==> src/rtl/soc_macros.svh <==
// Bus widths, memory map windows and memory sizes
`ifndef SOC_MACROS_SVH
`define SOC_MACROS_SVH

`define SOC_ADDR_W 32
`define SOC_DATA_W 32
`define SOC_STRB_W 4

// Memory map
`define SOC_DRAM_BASE 32'h8000_0000
`define SOC_DRAM_LEN  32'h0000_0400
`define SOC_UART_BASE 32'hC000_0000
`define SOC_UART_LEN  32'h0000_1000
`define SOC_CTRL_BASE 32'hD000_0000
`define SOC_CTRL_LEN  32'h0000_1000

`define SOC_L2_WORDS    256
`define SOC_QUEUE_DEPTH 4

`endif
==> src/rtl/soc_map_pkg.sv <==
// Memory map region codes and control register word offsets
`include "soc_macros.svh"

package soc_map_pkg;

  typedef enum logic [1:0] {
    REGION_L2   = 2'd0,
    REGION_UART = 2'd1,
    REGION_CTRL = 2'd2,
    REGION_NONE = 2'd3
  } region_e;

  // Offsets inside the control window
  typedef enum logic [`SOC_ADDR_W-1:0] {
    CTRL_EXIT      = 32'h0,
    CTRL_DRAM_BASE = 32'h4,
    CTRL_DRAM_END  = 32'h8,
    CTRL_BENCH     = 32'hC
  } ctrl_reg_e;

endpackage

==> src/rtl/soc_bus_pkg.sv <==
// Request, decoded request and response payload types
`include "soc_macros.svh"

package soc_bus_pkg;

  import soc_map_pkg::*;

  // Upstream request as it arrives on the pins
  typedef struct packed {
    logic [`SOC_ADDR_W-1:0] addr;
    logic                   we;
    logic [`SOC_DATA_W-1:0] wdata;
    logic [`SOC_STRB_W-1:0] strb;
  } bus_req_t;

  // Offset is relative to the base of the region
  typedef struct packed {
    region_e                region;
    logic [`SOC_ADDR_W-1:0] offset;
    logic                   we;
    logic [`SOC_DATA_W-1:0] wdata;
    logic [`SOC_STRB_W-1:0] strb;
  } dec_req_t;

  typedef struct packed {
    logic [`SOC_DATA_W-1:0] rdata;
    logic                   err;
  } bus_rsp_t;

endpackage

==> src/rtl/addr_decoder.sv <==
// Registered address decode stage mapping requests onto memory regions
`include "soc_macros.svh"

module addr_decoder
  import soc_map_pkg::*;
  import soc_bus_pkg::*;
(
  input  logic                   clk_i,
  input  logic                   rst_n_i,
  input  logic                   in_valid_i,
  input  logic [`SOC_ADDR_W-1:0] in_addr_i,
  input  logic                   in_we_i,
  input  logic [`SOC_DATA_W-1:0] in_wdata_i,
  input  logic [`SOC_STRB_W-1:0] in_strb_i,
  output logic                   in_ready_o,
  output logic                   out_valid_o,
  output dec_req_t               out_req_o,
  input  logic                   out_ready_i
);

  bus_req_t               in_req;
  dec_req_t               dec;
  logic [`SOC_ADDR_W-1:0] dram_off;
  logic [`SOC_ADDR_W-1:0] uart_off;
  logic [`SOC_ADDR_W-1:0] ctrl_off;

  assign in_req = '{addr: in_addr_i, we: in_we_i, wdata: in_wdata_i, strb: in_strb_i};

  // Offsets wrap below the base, so one compare covers both bounds
  assign dram_off = in_req.addr - `SOC_DRAM_BASE;
  assign uart_off = in_req.addr - `SOC_UART_BASE;
  assign ctrl_off = in_req.addr - `SOC_CTRL_BASE;

  always_comb begin
    dec.region = REGION_NONE;
    dec.offset = in_req.addr;
    dec.we     = in_req.we;
    dec.wdata  = in_req.wdata;
    dec.strb   = in_req.strb;
    if (dram_off < `SOC_DRAM_LEN) begin
      dec.region = REGION_L2;
      dec.offset = dram_off;
    end else if (uart_off < `SOC_UART_LEN) begin
      dec.region = REGION_UART;
      dec.offset = uart_off;
    end else if (ctrl_off < `SOC_CTRL_LEN) begin
      dec.region = REGION_CTRL;
      dec.offset = ctrl_off;
    end
  end

  // Stage accepts when empty or draining this cycle
  assign in_ready_o = !out_valid_o || out_ready_i;

  always_ff @(posedge clk_i) begin
    if (!rst_n_i) begin
      out_valid_o <= 1'b0;
    end else if (in_valid_i && in_ready_o) begin
      out_valid_o <= 1'b1;
    end else if (out_ready_i) begin
      out_valid_o <= 1'b0;
    end
  end

  always_ff @(posedge clk_i) begin
    if (in_valid_i && in_ready_o) begin
      out_req_o <= dec;
    end
  end

endmodule

==> config.mk <==
export PLATFORM = sky130hd
export DESIGN_NAME = addr_decoder
export DESIGN_NICKNAME = d
export VERILOG_FILES = /design/src/rtl/soc_map_pkg.sv /design/src/rtl/soc_bus_pkg.sv /design/src/rtl/addr_decoder.sv
export VERILOG_INCLUDE_DIRS = /design/src /design/src/rtl
export SDC_FILE = /design/constraint.sdc
export NUM_CORES = 1
export LEC_CHECK = 0
export BUFFER_PORTS_ARGS = -buffer_cell sky130_fd_sc_hd__clkbuf_2
export CAP_MARGIN = 5
export CORE_MARGIN = 5
export CORE_UTILIZATION = 45
export DETAILED_ROUTE_END_ITERATION = 12
export HOLD_SLACK_MARGIN = 0.1
export PLACE_DENSITY = 0.82
export SLEW_MARGIN = 20
export SYNTH_ARGS = -nofsm -noshare
export SYNTH_HDL_FRONTEND = slang
export SYNTH_SLANG_ARGS = --single-unit
==> constraint.sdc <==
create_clock -name clk_i -period 8.26 [get_ports clk_i]
set_input_delay 2.478 -clock clk_i [delete_from_list [all_inputs] [get_ports clk_i]]
set_output_delay 2.478 -clock clk_i [all_outputs]
set_load 0.01 [all_outputs]
Word-level counts from Yosys, hierarchy flattened
Index checks and enable logic that the tools add are counted.

Flip-flop bits (word level): 72. Input port bits: 73. Word-level logic and storage cells: 23.

Add/sub/neg operators: 3. Order comparisons: 3. Muxes and demuxes: 5. Reductions and logical operators: 5.

Operators with widths (count): $sub A32 B32 Y32 const B (3); $mux W33 (2); $lt A32 B13 Y1 const B (2); $lt A32 B11 Y1 const B (1); $mux W32 (1); $mux W1 (2); $reduce_bool A2 Y1 (1); $reduce_or A2 Y1 (1); $logic_and A1 B1 Y1 (1); $logic_not A1 Y1 (1); $logic_or A1 B1 Y1 (1).

Depth between registers and ports, before layout
Word-level depth: 5. Depth in mapped cells: 7. Gate-level depth less buffers: 7.

Least setup slack after synthesis
No wires, ideal clock.

Path type: input-to-output. Start: input out_ready_i. End: output in_ready_o. Arrival: 2654 ps. Required time: 5782 ps. Path slack: 3128 ps. Stages on the path: 1. Path buffers: 0. Cells stage by stage: nand2b_1.

Longest elaborated chain between the ends: 1.

Ends and longest elaborated chain: from (decl) (line addr_decoder.sv:18) `input logic out_ready_i`; $logic_or A1 B1 Y1 (line addr_decoder.sv:53) `assign in_ready_o = !out_valid_o || out_ready_i;`; to (decl) (line addr_decoder.sv:15) `output logic in_ready_o,`.

No other way between the ends.

Worst setup path in the final report
Same ends and word-level chain as after synthesis.

==> flow_summary.ini <==
[outcome]
status = complete, no violations

[clock_network]
clk_path_buf_depth = 2
cts_resized = 0
clock_sinks = 72
clock_insertion_delay_worst_skew_ps = 330
h-tree-depth = 3
ctsHoldBuffers = 0
clk_pin_slew_worst_paths_ps = 70
cts_tree = built
numCtsBuffers = 9
root_buffer = clkbuf_8
post_cts_buffers = 0

[synth]
ys_ff_latch = 72
yosysTopAreaCell = edfxtp_1
syn_area_per_cell_um2 = 21.0
synth_area_leaders = edfxtp_1 (85%), ha_1 (3.0%), nor4_1 (1.0%)
ys_seq_area_share_pct = 86.3
synth_top_area_share_pct = 85.5
syn_area_um2 = 2490
yosysMostFrequentCell = edfxtp_1
async_flop_share_pct = 0
syn_nets = 198
ys_types = 29
yosys_most_used_dff = edfxtp_1
syn-instance-count = 119
synth_warnings = 0
synth_edf_count = 71
synthTopCellsByCount = edfxtp_1 (71), ha_1 (6), inv_1 (6), nor4_1 (4)

[global_route]
gr-usage-all-layers_pct = 16.9
grt_pass1_wl_um = 8900
grt_max_degree = 72
grtUsageMet2_pct = 29.9
grt_pass1_vias = 1670
met3_usage_pct = 7.36
antenna_found_initial = 0
grt_overflow = 0
use_met1_pct = 17.6
busiest_layer = met2

[timing]
fin_crit_sh_pct = 64.5
slew_headroom_pct = 42.1
max_freq_ghz = 0.188
rsz0062_at_grt = no
hold_viol_final = 0
fin_setup_tns_ps = 0
holdWs_ps = 547
fin_crit_ps = 5330
slew_violations = 0
tightest_slew_ps = 868
fin_skew_ps = 4.52
setup_viol = 0

[detailed_routing]
dr.pass1.iters = 4
antenna_left = 0
via_per_inst = 4.76
wl_per_cell_um = 16.7
via_count = 1679
drc = 0
wl_um = 5910
drt_iter0_markers = 118

[worst_setup_path]
r2r_start = out_valid_o
crit_path_max_fanout = 3
crit_chain = clkbuf_2, nand2b_1, clkbuf_2
r2r-end = out_req_o[4]
start_kind = input port
end_kind = output pin
cp.required_ps = 5780
reg2reg_slack_ps = 6630
crit_type = in2out
cpMostUsedCell = clkbuf_2
cp_slowest_cell = nand2b_1
slowest_delay_ps = 160
worstRegToRegCells = 3
critPathArrivalTime_ps = 2850

[layout]
fin_util_pct = 65.8
fin_nets = 355
n_antenna_cell = 0
num-fill-cells = 411
drive_gt1_share_pct = 58.7
area_growth_pct = 43.5

[power_and_ir_drop]
ir_drop_mv = 0.133
power_density_nw_per_um2 = 240
power.leakage_nw = 1.58

[run]
max_cap_violations = 0

[floorplan]
dieHeight_um = 84.4
start_util_pct = 45.8
row_count = 27
die_x_um = 84.4
boundaryPins = 146
die_area_um2 = 7130
core-area_um2 = 5440

[worst_hold_path]
min_delay_path_depth = 2
hp-start = out_valid_o
hold_path.class = reg2reg
worstHoldEndpoint = out_valid_o

[placed_design]
hpwl_um = 4590
port-buffer-count = 145
gp_congestion = 0.822
## metal layers
layer / routed length (um) / part of all wire, % / vias to the layer above
li1: - / - / 786
met1: 2030 / 34 / 790
met2: 3100 / 52 / 92
met3: 658 / 11 / 11
met4: 117 / 2.0 / 0
met5: 0 / 0 / -
## registers in the layout (all words and copies together) (netlist names)
register / cells
out_req_o: 71
out_valid_o: 1
## power by group
group / internal [mW] / switching [mW]
combinational: 0.0299 / 0.0397
sequential: 0.427 / 0.00560
clock: 0.232 / 0.123
## stage by stage
stage                     setup slack [ps]  cell area [um2]  power [mW]  std cells
final                                 2930             3580       0.858        353
after global routing                  2910             3580       0.891        353
after CTS                             2930             3580       0.868        353
after detailed placement              2930             3320       0.512        337
after global placement                2950             3320       0.508        337
after floorplan                       3130             2490       0.468        119
## worst max-delay path by stage
| stage | startpoint | endpoint | slack, ps | depth (start not counted) |
|---|---|---|---|---|
| finish | out_ready_i | in_ready_o | 2930 | 3 |
| global route | out_ready_i | in_ready_o | 2910 | 3 |
| CTS | out_ready_i | in_ready_o | 2930 | 3 |
| detailed placement | out_ready_i | in_ready_o | 2930 | 3 |
| global placement | out_ready_i | in_ready_o | 2950 | 3 |
| floorplan | out_ready_i | in_ready_o | 3130 | 1 |
## placed cells by master, fill, tap and decap left out
cell         n
nand2b_1     1
o211ai_1     1
inv_1        6
a21oi_1      1
buf_4        1
nor2b_4      1
nand2_1      3
a41oi_1      1
clkinv_4     1
a21boi_0     1
or2b_1       1
o21a_1       2
dfxtp_1      1
nand3_1      1
o32ai_1      1
and4_2       1
o211ai_2     1
o21ai_0      2
a31oi_1      2
a211oi_2     1
xnor2_1      1
nor2_1       3
mux2i_1      1
ha_1         6
o211a_1      1
edfxtp_1    71
or3_1        1
nor4_1       4
clkbuf_8     9
clkbuf_1     2
bufinv_16    4
nor3_1       1
nand3b_1     1
clkbuf_2   145
and2_2       1
## critical path, delay by kind of cell
family / cells / cell delay (ps)
buffers and inverters: 2 / 210
AND/OR/NAND/NOR: 1 / 160
## final cells by class
class / count / area, um2 / share of cell area (%)
flip-flops and latches: 72 / 2150 / 60.1
repair buffers: 146 / 733 / 20.5
multi-input cells: 41 / 320 / 8.95
clock buffers: 11 / 131 / 3.67
clock inverters: 5 / 129 / 3.60
well taps: 72 / 90.1 / 2.52
inverters: 6 / 22.5 / 0.629
## cells by family (layout without fill, tap and decap cells)
| logic type | count (synthesis) | count (layout) | share of synthesized area, % |
|---|---|---|---|
| buf+inv | 6 | 168 | 0.903 |
| flops | 72 | 72 | 86.3 |
| simple gates | 19 | 19 | 4.62 |
| mux | 1 | 1 | 0.401 |
| compound gates | 14 | 14 | 4.42 |
| xor+xnor | 1 | 1 | 0.351 |
| fa+ha+maj | 6 | 6 | 3.01 |
No activity file was read; power rests on OpenSTA's default activity.
