`config.mk`:
```
export PLATFORM = sky130hd
export DESIGN_NAME = stream_fifo
export DESIGN_NICKNAME = d
export VERILOG_FILES = /design/src/rtl/stream_fifo.sv
export VERILOG_INCLUDE_DIRS = /design/src /design/src/rtl
export SDC_FILE = /design/constraint.sdc
export NUM_CORES = 1
export LEC_CHECK = 0
export BUFFER_PORTS_ARGS = -buffer_cell sky130_fd_sc_hd__clkbuf_2
export CAP_MARGIN = 20
export CORE_MARGIN = 2
export CORE_UTILIZATION = 45
export CTS_BUF_LIST = sky130_fd_sc_hd__clkbuf_8
export DETAILED_ROUTE_END_ITERATION = 10
export PLACE_DENSITY = 0.63
export SLEW_MARGIN = 20
export SYNTH_ARGS = -nofsm -noshare
export SYNTH_HDL_FRONTEND = slang
export SYNTH_SLANG_ARGS = --single-unit
```
`constraint.sdc`:
```
create_clock -name clk_i -period 2.7 [get_ports clk_i]
set_clock_uncertainty 0.1 [all_clocks]
set_input_delay 0.405 -clock clk_i [delete_from_list [all_inputs] [get_ports clk_i]]
set_output_delay 0.405 -clock clk_i [all_outputs]
set_load 0.03 [all_outputs]
```
`src/rtl/soc_macros.svh`:
```
// Bus widths, memory map windows and memory sizes
`ifndef SOC_MACROS_SVH
`define SOC_MACROS_SVH

`define SOC_ADDR_W 32
`define SOC_DATA_W 32
`define SOC_STRB_W 4

// Memory map
`define SOC_DRAM_BASE 32'h8000_0000
`define SOC_DRAM_LEN  32'h0000_0400
`define SOC_UART_BASE 32'hC000_0000
`define SOC_UART_LEN  32'h0000_1000
`define SOC_CTRL_BASE 32'hD000_0000
`define SOC_CTRL_LEN  32'h0000_1000

`define SOC_L2_WORDS    256
`define SOC_QUEUE_DEPTH 4

`endif
```
`src/rtl/stream_fifo.sv`:
```
// Valid/ready FIFO with a type-parameter payload, no fall-through
`include "soc_macros.svh"

module stream_fifo #(
  parameter int unsigned DEPTH     = `SOC_QUEUE_DEPTH,
  parameter type         payload_t = logic
) (
  input  logic     clk_i,
  input  logic     rst_n_i,
  input  logic     push_valid_i,
  input  payload_t push_data_i,
  output logic     push_ready_o,
  output logic     pop_valid_o,
  output payload_t pop_data_o,
  input  logic     pop_ready_i
);

  localparam int unsigned PTR_W = (DEPTH > 1) ? $clog2(DEPTH) : 1;
  localparam int unsigned CNT_W = $clog2(DEPTH + 1);

  payload_t         mem_q [DEPTH];
  logic [PTR_W-1:0] wr_ptr_q;
  logic [PTR_W-1:0] rd_ptr_q;
  logic [CNT_W-1:0] count_q;
  logic             push;
  logic             pop;

  assign push_ready_o = (count_q != CNT_W'(DEPTH));
  assign pop_valid_o  = (count_q != '0);
  assign pop_data_o   = mem_q[rd_ptr_q];

  assign push = push_valid_i && push_ready_o;
  assign pop  = pop_valid_o && pop_ready_i;

  always_ff @(posedge clk_i) begin
    if (!rst_n_i) begin
      wr_ptr_q <= '0;
      rd_ptr_q <= '0;
      count_q  <= '0;
    end else begin
      if (push) begin
        wr_ptr_q <= (wr_ptr_q == PTR_W'(DEPTH - 1)) ? '0 : wr_ptr_q + 1'b1;
      end
      if (pop) begin
        rd_ptr_q <= (rd_ptr_q == PTR_W'(DEPTH - 1)) ? '0 : rd_ptr_q + 1'b1;
      end
      // Simultaneous push and pop keeps the count
      if (push && !pop) begin
        count_q <= count_q + 1'b1;
      end else if (pop && !push) begin
        count_q <= count_q - 1'b1;
      end
    end
  end

  always_ff @(posedge clk_i) begin
    if (push) begin
      mem_q[wr_ptr_q] <= push_data_i;
    end
  end

endmodule

```
=== Word-level counts from Yosys, hierarchy flattened ===
Memories as Yosys holds them, arrays and structs flattened. A register that Yosys moved wholly into a read port is not among the register bits.
Index checks and enable logic that the tools add are counted.

* Input bits: 5
* Output and inout bits: 3
* Word-level logic and storage cells: 27
* Memories kept: 1
* Register bits: 7
* RAM bits: 4

{| class="wikitable"
|+ Memories
! memory !! depth !! width !! read ports !! clocked after Yosys merged registers in !! write ports !! line !! source
|-
| mem_q || 4 || 1 || 1 || 1 || 1 || stream_fifo.sv:21 || <nowiki>payload_t mem_q [DEPTH];</nowiki>
|}

* Add/subtract/negate cells: 4
* Equality and inequality tests: 3
* Reduce and logical (&&, ||, !) cells: 8
* Mux-type cells: 8

{| class="wikitable"
|+ Operator list
! kind !! count
|-
| two-way mux 2 bit || 4
|-
| two-way mux 3 bit || 2
|-
| adder 2 x 1 -> 2 bit, second input constant || 2
|-
| equality test 2 bit, second input constant || 2
|-
| logical AND 1 bit || 4
|-
| adder 3 x 1 -> 3 bit, second input constant || 1
|-
| != test 3 bit, second input constant || 1
|-
| nonzero test 3 bit || 1
|-
| subtractor 3 x 1 -> 3 bit, second input constant || 1
|-
| zero test 1 bit || 2
|-
| two-way mux 1 bit || 2
|-
| nonzero test 2 bit || 1
|}

=== Longest topological paths before layout ===
* Depth in word-level cells: 6
* Depth in mapped cells: 9
* Mapped depth without buffers: 8

=== Least setup slack after synthesis ===
OpenSTA, ideal clock, no wires.

* Path type: register -> register
* From: reg count_q[0]
* To: reg count_q[2]
* Library setup time: 0.076 ns
* Period minus slack after synthesis: 2.378 ns
* Arrival: 2.203 ns
* Setup slack: 0.322 ns
* Data required time: 2.524 ns
* Cell stages (with the launch flop): 10
* Path buffers: 1
* Path through: dfxtp_1 > or3b_1 > clkbuf_2 > and2_4 > ha_1 > inv_1 > fa_1 > xor2_1 > or3_2 > a21boi_0

* Cells in the longest elaborated chain, start to end: 5
* Elaborated cells on any way between the ends: 13
* Those cells by class: add/sub (2); eq/ne (1); mux (2); reduce/logical (8)

{| class="wikitable"
|+ Ends and longest elaborated chain
! element !! line !! source
|-
| start: declaration || stream_fifo.sv:24 || <nowiki>logic [CNT_W-1:0] count_q;</nowiki>
|-
| start signal: assignment || stream_fifo.sv:49 || <nowiki>count_q <= count_q + 1'b1;</nowiki>
|-
| start signal: assignment || stream_fifo.sv:51 || <nowiki>count_q <= count_q - 1'b1;</nowiki>
|-
| != test 3 bit * || stream_fifo.sv:28 || <nowiki>assign push_ready_o = (count_q != CNT_W'(DEPTH));</nowiki>
|-
| net push_ready_o || stream_fifo.sv:12 || <nowiki>output logic push_ready_o,</nowiki>
|-
| logical AND 1 bit * || stream_fifo.sv:32 || <nowiki>assign push = push_valid_i && push_ready_o;</nowiki>
|-
| net push || stream_fifo.sv:25 || <nowiki>logic push;</nowiki>
|-
| zero test 1 bit || stream_fifo.sv:50 || <nowiki>end else if (pop && !push) begin</nowiki>
|-
| logical AND 1 bit || stream_fifo.sv:50 ||
|-
| nonzero test 2 bit (no source line) || n/a ||
|}

The timed path passes the listed nets; every way through them passes the cells marked *. The select of a mux whose other input is x is not followed.
A chain may end at the register's enable or synchronous reset.

=== Worst setup path after layout ===
* From: reg count_q[0]
* To: reg count_q[2]

* Cells in the longest elaborated chain, start to end: 5
* Elaborated cells on any way between the ends: 13
* Those cells by class: add/sub (2); eq/ne (1); mux (2); reduce/logical (8)

{| class="wikitable"
|+ Ends and longest elaborated chain
! element !! line
|-
| != test 3 bit * || stream_fifo.sv:28
|-
| logical AND 1 bit * || stream_fifo.sv:32
|-
| net push || stream_fifo.sv:25
|-
| zero test 1 bit || stream_fifo.sv:50
|-
| logical AND 1 bit || stream_fifo.sv:50
|-
| nonzero test 2 bit (no source line) || n/a
|}

Marks and branches as above.

==> summary.txt <==
STA
  – Max-slew violation count: 0
  – Fin crit period: 2.38 ns
  – Rel. slew slack: 77.4%
  – Setup violators final: 0
  – RSZ-0062 raised after global routing: no
  – Final WS setup: 0.322 ns
  – Fmax: 421 MHz
  – Fin Setup TNS: 0 ns
  – Post-route clock period utilization: 88.1%
  – Worst-margin pin slew: 0.335 ns
  – Final hold violation count: 0

Critical path
  – Critical path arrival: 2.45 ns
  – Worst EP required: 2.77 ns
  – CP Launch Type: register
  – Crit. End Element: register
  – Crit Reg-Reg Startpoint: count_q[0]$_SDFFE_PN0P_
  – WS Path Type: reg2reg
  – CP max FO: 7
  – Reg2Reg Depth: 8
  – Crit. Startpoint: count_q[0]$_SDFFE_PN0P_
  – Worst R2R Setup Slack: 0.32 ns
  – R2R Path End: count_q[2]$_SDFFE_PN0P_
  – Critical Path Sink: count_q[2]$_SDFFE_PN0P_

Finish
  – Final nets: 79
  – Commonest non-fill, non-tap cell in the layout: dfxtp_1
  – Post-Route Utilization: 55.8%
  – Area growth, synth to finish: 15.5%
  – N_diodes: 0
  – Share of cells above drive strength 1: 28.8%
  – Commonest non-fill, non-tap cells in the layout: 9 x dfxtp_1, 7 x clkbuf_2, 6 x ha_1

Global routing
  – Initial antenna violation count: 0
  – Number of global-route vias before repair: 385
  – First-pass GRT wire length: 1.50 mm
  – Pin count of the biggest net entering global routing: 12
  – GRT Util Overall: 14.5%
  – Grt ovf: 0

Die
  – Die footprint: 1710 um2
  – Initial Utilization: 48.3%
  – Die width: 41.4 um
  – Top Ports: 8
  – Die height: 41.4 um
  – Std cell rows: 13
  – Core Region: 1300 um2

CTS
  – Post-CTS Setup Inserts: 0
  – CTS tree: done
  – CTS H-tree lvls: 1
  – Hold_buf cts: 0
  – Post-CTS sizing: 0
  – Clk_lat worst skew: 0.24 ns
  – CTS Sinks: 13
  – CTS Buffer Depth: 2
  – Clk slew on worst S/H paths: 0.05 ns
  – CTS Root Buffer Type: clkbuf_8
  – CTS Buf Count: 3

Run
  – Max cap viols: 0

Routing
  – Total Wirelength: 917 um
  – Vias/cell: 5.07
  – Routed WL per cell: 11.3 um
  – DR vias: 411
  – DRC: 0
  – DRT iter0 DRCs: 3
  – DRT Pass-1 Iters: 3
  – ANT nets after route: 0

Logic synthesis
  – Flop and latch count out of synthesis: 13
  – Post-Syn Area per Cell: 11.2 um2
  – Synth Cell Area: 628 um2
  – Ys Warns: 0
  – Seq/Total Area, Yosys: 47.8%
  – Cells after synthesis: 56
  – Post-Syn Nets: 68
  – Post-synthesis cell type count: 24

Pwr
  – Reg power frac: 38.0%
  – Worst VDD drop: 0.000540 V
  – Switching portion of total power: 35.8%
  – Internal cell power: 0.502 mW
  – Switching power: 0.280 mW
  – Leak: 0.320 nW
  – Cell Pwr Density: 1080 nW/um2
  – Clock Power Share: 21.1%
  – Combinational cell fraction of total power: 40.9%

Placement
  – Place WS: 0.345 ns
  – Port Buf Inserts: 7
  – Gpl congestion: 0.727
  – Hpwl dp: 744 um

Hold path
  – Worst hold path class: in2reg
  – Hold Crit Start: push_data_i

Status
  – Status: completed
==> cell usage after synthesis (all sizes together) <==
master	count	share of area, %
a21boi	1	1.2
and2	2	2.4
and3	4	4.8
clkbuf	2	1.4
dfxtp	9	29
edfxtp	4	19
fa	1	3.2
ha	6	12
inv	3	1.8
mux2i	2	3.2
mux4	1	3.6
nand2	5	3.0
nand3	2	1.6
nand4	1	1.0
nor2	2	1.2
nor2b	1	1.0
o21ai	4	3.2
o31ai	1	1.2
or3	2	2.4
or3b	1	1.4
xnor2	1	1.4
xor2	1	1.4
==> critical path: stages (launching register included) <==
cell and delay (ns):
dfxtp_1 0.42, or3b_1 0.24, and2_4 0.19, ha_1 0.19, inv_1 0.07, fa_1 0.37, xor2_1 0.16, or3_2 0.40
a21boi_0 0.17
==> cell type report <==
class / instances / area [um2]
Multi-Input combinational cell: 38 / 308
Fill cell: 127 / 576
Clock buffer: 3 / 41.3
Clock inverter: 1 / 3.75
Tap cell: 15 / 18.8
Inverter: 3 / 11.3
Timing Repair Buffer: 8 / 42.5
Sequential cell: 13 / 300
==> logic make-up after synthesis <==
kind of cell               Yosys count  synth area share, %
DFF                                 13                 47.8
muxes                                3                 6.77
and+or+nand+nor                     20                 18.7
AOI/OAI and AO/OA                    6                 5.58
xor gates and xnor gates             2                 2.79
adders and majority gates            7                 15.1
buffers and inverters                5                 3.19
==> through the flow <==
| step | cell area (um2) | instances | hold slack [ns] | total power, mW |
|---|---|---|---|---|
| floorplan | 628 | 56 | 0.368 | 0.544 |
| global placement | 681 | 77 | 0.396 | 0.612 |
| detailed placement | 681 | 77 | 0.397 | 0.624 |
| CTS | 726 | 81 | 0.288 | 0.792 |
| global route | 726 | 81 | 0.286 | 0.846 |
| finish | 726 | 81 | 0.285 | 0.782 |
==> power by group through the flow <==
stage	Clock, mW	Sequential, mW	Combinational (mW)
final	0.165	0.298	0.320
after global routing	0.181	0.309	0.357
after CTS	0.167	0.299	0.326
after detailed placement	0	0.303	0.321
after global placement	0	0.301	0.311
after floorplan	0	0.293	0.251
==> routing by layer <==
metal,track usage [%],wire [um],vias to the layer above
li1,-,-,217
met1,13.4,413,188
met2,26.6,450,4
met3,7.98,39,2
met4,4.84,13,0
met5,0,0,-
==> worst min-delay path by stage <==
stage	end	slack, ns	cells past startpoint
floorplan	wr_ptr_q[1]$_SDFFE_PN0P_	0.37	2
finish	mem_q[0]$_DFFE_PP_	0.28	1
global route	mem_q[0]$_DFFE_PP_	0.29	1
global placement	wr_ptr_q[1]$_SDFFE_PN0P_	0.40	2
detailed placement	wr_ptr_q[1]$_SDFFE_PN0P_	0.40	2
CTS	mem_q[0]$_DFFE_PP_	0.29	1
No activity file was read; power rests on OpenSTA's default activity.
